### config.mk
export PLATFORM = sky130hd
export DESIGN_NAME = icache_tag_array
export DESIGN_NICKNAME = d
export VERILOG_FILES = /design/src/hw/icache_pkg.sv /design/src/hw/icache_tag_array.sv
export VERILOG_INCLUDE_DIRS = /design/src /design/src/hw
export SDC_FILE = /design/constraint.sdc
export NUM_CORES = 1
export LEC_CHECK = 0
export BUFFER_PORTS_ARGS = -buffer_cell sky130_fd_sc_hd__buf_4
export CORE_MARGIN = 4
export CORE_UTILIZATION = 30
export CTS_BUF_LIST = sky130_fd_sc_hd__clkbuf_4 sky130_fd_sc_hd__clkbuf_8
export DETAILED_ROUTE_END_ITERATION = 6
export SYNTH_ARGS = -nofsm -noshare
export SYNTH_HDL_FRONTEND = slang
export SYNTH_SLANG_ARGS = --single-unit
### constraint.sdc
create_clock -name clk_i -period 1.94 [get_ports clk_i]
set_input_delay 0.388 -clock clk_i [delete_from_list [all_inputs] [get_ports clk_i]]
set_output_delay 0.388 -clock clk_i [all_outputs]
set_load 0.02 [all_outputs]
### src/hw/icache_settings.svh
// cache geometry and address split, included by the package and by every RTL file
`ifndef ICACHE_SETTINGS_SVH
`define ICACHE_SETTINGS_SVH

// fetch address width in bits
`define ICACHE_ADDR_W 32

// width of one fetched instruction word
`define ICACHE_WORD_W 32

// associativity
`define ICACHE_WAYS 2

// number of sets, power of two
`define ICACHE_SETS 16

// words per cache line, also the number of bus beats per refill
`define ICACHE_LINE_WORDS 4

// upper half of the address space is I/O, read uncached
`define ICACHE_NC_BIT 31

`endif

### src/hw/icache_pkg.sv
// derived widths, port structs and enums shared by all instruction cache modules
`include "icache_settings.svh"

package icache_pkg;

  // address split: tag | index | byte offset
  localparam int OFFSET_W  = $clog2(`ICACHE_LINE_WORDS * `ICACHE_WORD_W / 8);
  localparam int INDEX_W   = $clog2(`ICACHE_SETS);
  localparam int TAG_W     = `ICACHE_ADDR_W - INDEX_W - OFFSET_W;
  localparam int WAY_IDX_W = (`ICACHE_WAYS > 1) ? $clog2(`ICACHE_WAYS) : 1;
  localparam int LINE_W    = `ICACHE_LINE_WORDS * `ICACHE_WORD_W;

  // fetch port, request side
  typedef struct packed {
    logic                      req;
    logic [`ICACHE_ADDR_W-1:0] addr;
  } fetch_req_t;

  // fetch port, response side
  typedef struct packed {
    logic                      valid;
    logic [`ICACHE_WORD_W-1:0] data;
  } fetch_rsp_t;

  // wishbone classic, master to slave
  typedef struct packed {
    logic                      cyc;
    logic                      stb;
    logic                      we;
    logic [`ICACHE_ADDR_W-1:0] adr;
  } wb_m2s_t;

  // wishbone classic, slave to master
  typedef struct packed {
    logic                      ack;
    logic [`ICACHE_WORD_W-1:0] dat;
  } wb_s2m_t;

  typedef enum logic [1:0] {FLUSH, IDLE, LOOKUP, REFILL} ctrl_state_e;

  // full line for cacheable misses, single word for I/O fetches
  typedef enum logic {REFILL_LINE, REFILL_WORD} refill_kind_e;

endpackage

### src/hw/icache_tag_array.sv
// tag and valid storage per way and set, with flush clear, fill write and hit detection
`timescale 1ns/100ps
`include "icache_settings.svh"

module icache_tag_array import icache_pkg::*; (
  input  logic                    clk_i,
  input  logic                    rst_ni,
  input  logic                    lookup_i,
  input  logic [INDEX_W-1:0]      index_i,
  input  logic [TAG_W-1:0]        tag_i,
  input  logic                    flush_i,
  input  logic [INDEX_W-1:0]      flush_set_i,
  input  logic                    fill_i,
  input  logic [WAY_IDX_W-1:0]    fill_way_i,
  output logic                    hit_o,
  output logic [WAY_IDX_W-1:0]    hit_way_o,
  output logic [`ICACHE_WAYS-1:0] valid_o
);

  logic [TAG_W-1:0]                          tag_mem [`ICACHE_WAYS][`ICACHE_SETS];
  logic [`ICACHE_WAYS-1:0][`ICACHE_SETS-1:0] valid_q;
  // read port registers, one per way
  logic [TAG_W-1:0]                          rd_tag_q [`ICACHE_WAYS];
  logic [`ICACHE_WAYS-1:0]                   rd_valid_q;
  logic [`ICACHE_WAYS-1:0]                   hit_vec;

  // tag write on fill, the read returns the old content
  always_ff @(posedge clk_i) begin
    if (fill_i) begin
      tag_mem[fill_way_i][index_i] <= tag_i;
    end
    if (lookup_i) begin
      for (int w = 0; w < `ICACHE_WAYS; w++) begin
        rd_tag_q[w] <= tag_mem[w][index_i];
      end
    end
  end

  // valid bits, flush clears every way of one set
  always_ff @(posedge clk_i or negedge rst_ni) begin
    if (!rst_ni) begin
      valid_q    <= '0;
      rd_valid_q <= '0;
    end else begin
      if (flush_i) begin
        for (int w = 0; w < `ICACHE_WAYS; w++) begin
          valid_q[w][flush_set_i] <= 1'b0;
        end
      end else if (fill_i) begin
        valid_q[fill_way_i][index_i] <= 1'b1;
      end
      if (lookup_i) begin
        for (int w = 0; w < `ICACHE_WAYS; w++) begin
          rd_valid_q[w] <= valid_q[w][index_i];
        end
      end
    end
  end

  ////////////////////
  // hit detection

  for (genvar w = 0; w < `ICACHE_WAYS; w++) begin : g_cmp
    assign hit_vec[w] = rd_valid_q[w] & (rd_tag_q[w] == tag_i);
  end

  // lowest hitting way wins
  always_comb begin
    hit_way_o = '0;
    for (int w = `ICACHE_WAYS - 1; w >= 0; w--) begin
      if (hit_vec[w]) begin
        hit_way_o = WAY_IDX_W'(w);
      end
    end
  end

  assign hit_o   = |hit_vec;
  assign valid_o = rd_valid_q;

  // a line is never allocated twice, which needs ctrl and victim select to agree
  hit_onehot: assert property (@(posedge clk_i) disable iff (!rst_ni) $onehot0(hit_vec))
    else $error("icache_tag_array: line present in more than one way");

endmodule

# Yosys cells after proc, flatten, opt, wreduce, memory -nomap -nowiden
# Memories as Yosys holds them, arrays and structs flattened.
# Index checks and enable logic that the tools add are counted.
[totals] memories=2 out_inout_bits=4 word_cells=54 reg_bits=34 ram_bits=816
[mem_list] name="tag_mem" depth=2 word_bits=384 rd=2 rd_ports_with_merged_regs=0 write_ports=1 line="icache_tag_array.sv:20" text="logic [TAG_W-1:0] tag_mem [`ICACHE_WAYS][`ICACHE_SETS];"
[mem_list] name="rd_tag_q" depth=2 word_bits=24 rd=2 rd_ports_with_merged_regs=0 write_ports=2 line="icache_tag_array.sv:23" text="logic [TAG_W-1:0] rd_tag_q [`ICACHE_WAYS];"
[op_classes] eq_ne=2 reduce_logical=6 bitwise=7 mux=26 magnitude_cmp=8
[op_table] cell="384-bit 2-to-1 mux" n=1
[op_table] cell="24-bit binary-select mux with 4-bit select" n=2
[op_table] cell="24-bit 2-to-1 mux" n=5
[op_table] cell="24-bit demux with 4-bit select" n=1
[op_table] cell="32-bit 2-to-1 mux" n=2
[op_table] cell="24-bit equality test" n=2
[op_table] cell="16-bit bitwise AND" n=2
[op_table] cell="32-bit OR" n=1
[op_table] cell="16-bit demux with 1-bit select" n=1
[op_table] cell="16-bit 2-to-1 mux" n=1
[op_table] cell="16-bit NOT" n=1
[op_table] cell="4-bit by 5-bit < comparator with 1-bit output, second input constant" n=2
[op_table] cell="1-bit 2-to-1 mux" n=9
[op_table] cell="1-bit binary-select mux with 4-bit select" n=2
[op_table] cell="1-bit demux with 4-bit select" n=2
[op_table] cell="4-bit by 1-bit greater-or-equal comparator with 1-bit output, second input constant" n=2
[op_table] cell="5-bit greater-or-equal comparator, second input constant" n=1
[op_table] cell="5-bit by 1-bit < comparator with 1-bit output, second input constant" n=1
[op_table] cell="4-bit NOT with 5-bit output" n=1
[op_table] cell="1-bit logical AND" n=4
[op_table] cell="1-bit bitwise AND" n=2
[op_table] cell="1-bit by 2-bit < comparator with 1-bit output, second input constant" n=1
[op_table] cell="2-bit nonzero test" n=1
[op_table] cell="2-bit OR reduction" n=1
[op_table] cell="1-bit greater-or-equal comparator, second input constant" n=1

# Longest topological paths before layout
[logic_depth] depth_word=9 mapped_depth=7 mapped_depth_nobuf=5

# Worst setup path before layout
# No wires, ideal clock.
[synth_path] path_kind="input -> register" from="input port index_i[1]" to="memory tag_mem[1][72] in the netlist's numbering, enable pin" t_required_ns=1.535 path_stages=6 path_slack_ns=-0.950 n_path_buf=4 setup_time_ns=0.405 arrival_time_ns=2.485 path_cell_list="clkbuf_1 clkbuf_1 buf_2 or3b_1 clkbuf_1 nor2_1"
[synth_between] elab_chain_len=6 elab_cells_between_ends=7
[synth_rtl] item="start: declaration" line="icache_tag_array.sv:9" text="input logic [INDEX_W-1:0] index_i,"
[synth_rtl] item="4-bit NOT with 5-bit output (implied by the code) *" line="icache_tag_array.sv:30" text="tag_mem[fill_way_i][index_i] <= tag_i;"
[synth_rtl] item="5-bit greater-or-equal comparator (implied by the code) / 5-bit by 1-bit < comparator with 1-bit output (equally long branches)" line="icache_tag_array.sv:30"
[synth_rtl] item="1-bit logical AND (implied by the code)" line="icache_tag_array.sv:30"
[synth_rtl] item="24-bit 2-to-1 mux (implied by the code)" line="icache_tag_array.sv:30"
[synth_rtl] item="24-bit demux with 4-bit select *" line="icache_tag_array.sv:30"
[synth_rtl] item="384-bit 2-to-1 mux (implied by the code) *" line="icache_tag_array.sv:30"
[synth_rtl] item="end: declaration" line="icache_tag_array.sv:20"
# Every way passes the cells marked *; elsewhere a longest branch is shown, timed or not.

==> insert_results.sql <==
INSERT INTO impl_metrics (metric_group, metric, value, unit) VALUES
('outcome', 'status', 'complete, but fails checks', ''),
('outcome', 'violations', 'negative setup slack', ''),
('power', 'report.power.total', '38.04', 'mW'),
('floorplan', 'io_pins', '42', ''),
('yosys', 'netlist_instances', '1368', ''),
('yosys', 'synth_area_per_cell', '23.86', 'µm²'),
('yosys', 'yosysMostFrequentCell', 'edfxtp_1', ''),
('layout', 'layout.nets', '1721', ''),
('critical_path', 'end_kind', 'primary output', ''),
('cts', 'cts_h_tree_lvls', '4', ''),
('cts', 'tritoncts', 'done', ''),
('placement', 'port_buffers', '41', ''),
('floorplan', 'die_x', '337.9', 'µm'),
('yosys', 'synth_adder_area_share', '0', '%'),
('yosys', 'synthesis.area', '32650', 'µm²'),
('yosys', 'largest_cells_by_area_after_synthesis', 'edfxtp_1, mux4_2, dfrtp_1', ''),
('detailed_routing', 'detail_route.drc_violations', '0', ''),
('cts', 'clkTransAtPathRegs', '0.06', 'ns'),
('cts', 'clk_root_buffer_cell', 'clkbuf_8', ''),
('cts', 'worst_skew_pair.late_latency', '0.78', 'ns'),
('hold_path', 'timing.hold.worst_endpoint', 'tag_mem[0][85]', ''),
('critical_path', 'critical_register_to_register_path_endpoint', 'rd_tag_q[0][22]', ''),
('yosys', 'combinational_family_with_the_most_area_after_synthesis', 'multiplexers', ''),
('grt', 'grt_util_all_layers', '14.53', '%'),
('yosys', 'synth_async_sr_flop_share', '4.000', '%'),
('power', 'total_switching_power', '8.423', 'mW'),
('critical_path', 'crit_chain', 'xnor2_2 > nand4_1 > nor4_2 > buf_4 > nand4_1 > buf_6 > nor2b_4 > buf_6', ''),
('critical_path', 'critical_path_s_slowest_cell', 'edfxtp_1', ''),
('sta', 'finalCritPeriodShare', '164.8', '%'),
('sta', 'rsz_0062_raised_after_global_routing', 'yes', ''),
('yosys', 'synthXorXnorAreaFrac', '1.288', '%'),
('floorplan', 'die_height', '337.9', 'µm'),
('critical_path', 'critical_path_arrival', '2.81', 'ns'),
('layout', 'drive_gt1_share', '40.73', '%'),
('critical_path', 'crit_path_max_fanout', '2', ''),
('sta', 'skew', '0.04660', 'ns'),
('layout', 'fill_cells', '9723', ''),
('yosys', 'yosys_cell_types', '31', ''),
('detailed_routing', 'avgViaCountPerCell', '4.957', ''),
('sta', 'finalWorstPathRequiredPeriod', '3.196', 'ns'),
('sta', 'final_critical_path_setup_slack', '-1.256', 'ns'),
('sta', 'final-max-slew-violation-count', '0', ''),
('sta', 'timing.fmax', '312.9', 'MHz'),
('sta', 'relSlewSlack', '38.16', '%'),
('layout', 'multi_input_area', '7214', 'µm²'),
('yosys', 'synth.yosys.warnings', '0', ''),
('yosys', 'synthTopCellsByCount', 'edfxtp_1, mux4_2, nor2_1', ''),
('layout', 'sequential_cell_area', '25360', 'µm²'),
('power', 'p_sw_share', '22.14', '%'),
('critical_path', 'cp-start-kind', 'flop', ''),
('yosys', 'share_of_the_synthesized_area_in_the_top_cell_type', '75.06', '%'),
('critical_path', 'reg2reg_from', 'tag_mem[0][190]', ''),
('cts', 'max_buffers_root_to_sink', '3', ''),
('run', 'timing.max_cap.violations', '0', ''),
('yosys', 'synth-edff-count', '816', ''),
('critical_path', 'r2r_setup_slack', '0.28', 'ns'),
('floorplan', 'fp.dieArea', '114200', 'µm²'),
('critical_path', 'timing.critical_path.max_delay_family', 'simple AND/OR/NAND/NOR gates', ''),
('sta', 'setup_violations', '2', ''),
('cts', 'tritoncts_num_sinks', '850', ''),
('yosys', 'muxShareOfSynthArea', '17.19', '%'),
('placement', 'routabilityCongestion', '0.8022', ''),
('hold_path', 'hold_depth', '2', ''),
('power', 'clockPowerShare', '39.2', '%'),
('detailed_routing', 'drt_wl_total', '81890', 'µm'),
('power', 'vdd_drop_max', '0.5564', 'mV'),
('critical_path', 'timing.setup.critical_path_class', 'flop to primary output', ''),
('grt', 'grt.overflow.total', '0', ''),
('power', 'power_report.internal_total', '29.62', 'mW'),
('detailed_routing', 'final_antenna_net_count', '0', ''),
('critical_path', 'crit_required', '1.55', 'ns');
[logic make-up after synthesis]
logic type	count (synthesis)
buffers and inverters	66
XOR/XNOR	48
multiplexers	250
AO/OA/AOI/OAI	38
AND/OR/NAND/NOR	116
flip-flops	850
[sequential cells by signal, summed over array words and instances (netlist names)]
name      flops
tag_mem     768
valid_q      32
rd_tag_q     48
valid_o       2
[power groups by stage]
stage | sequential [mW] | combinational [mW] | clock [mW]
2_1_floorplan | 21.0 | 1.29 | 0
3_3_place_gp | 21.1 | 2.35 | 0
3_5_place_dp | 21.1 | 2.39 | 0
4_1_cts | 20.7 | 2.46 | 15.3
5_1_grt | 20.7 | 2.58 | 16.2
6_report | 20.7 | 2.42 | 14.9
[how the worst max path moves through the flow]
stage,start,end,slack (ns),depth (start not counted)
6_report,rd_tag_q[0][42],hit_way_o,-1.26,8
5_1_grt,rd_tag_q[0][42],hit_way_o,-1.44,8
4_1_cts,rd_tag_q[0][21],hit_o,-1.36,8
3_5_place_dp,tag_i[1],hit_way_o,-1.0,9
3_3_place_gp,rd_tag_q[0][25],hit_way_o,-1.04,8
2_1_floorplan,index_i[0],tag_mem[1][168],-0.20,6
[area by class of cell]
type,instances,share of cell area (%)
diodes,1,0.006286
clock buffers,174,5.450
clock inverters,67,1.141
multi-input cells,452,18.12
flip-flops and latches,850,63.70
well taps,1403,4.410
repair buffers,242,7.175
[per-stage QoR]
step           TNS [ns]  std cells
6_report         -2.495       3189
4_1_cts          -2.761       3188
3_3_place_gp    -256.06       2928
5_1_grt          -2.839       3189
3_5_place_dp    -264.31       2928
2_1_floorplan    -73.62       1368
[per-layer routing]
layer | part of all wire [%] | global-route usage (%) | vias to the layer above
met5 | 0.013 | 0 | -
li1 | - | - | 6514
met1 | 41 | 19.13 | 8606
met2 | 51 | 24.53 | 552
met4 | 2.3 | 4.540 | 2
met3 | 5.5 | 2.698 | 133
[what timing repair did]
item / 4_1_cts / 5_1_grt
setup buffers: 2 / 0
gates resized for setup: 20 / 1
hold endpoints to repair: 95 / 0
hold buffers: 18 / 0
setup endpoints to repair: 4 / 3
pin swaps: 8 / 4
[cell usage in the layout (no fill, tap or decap), types with 3 or more instances in the layout]
master	n
or2_2	5
nor2_4	32
buf_6	8
bufinv_16	4
dfrtp_1	32
nand2_1	24
clkbuf_4	36
nor4_1	6
buf_4	138
edfxtp_1	816
dlygate4sd3_1	18
mux4_2	246
xnor2_2	4
nand4_1	8
a22o_1	28
clkbuf_8	139
clkinvlp_4	5
clkinv_1	35
buf_12	76
nor2_1	8
inv_6	4
xnor2_1	21
nor2b_1	4
clkinv_2	15
nand2b_1	3
o21ai_0	5
xor2_1	22
nand3_1	6
nor3_1	6
No activity file was read; power rests on OpenSTA's default activity.
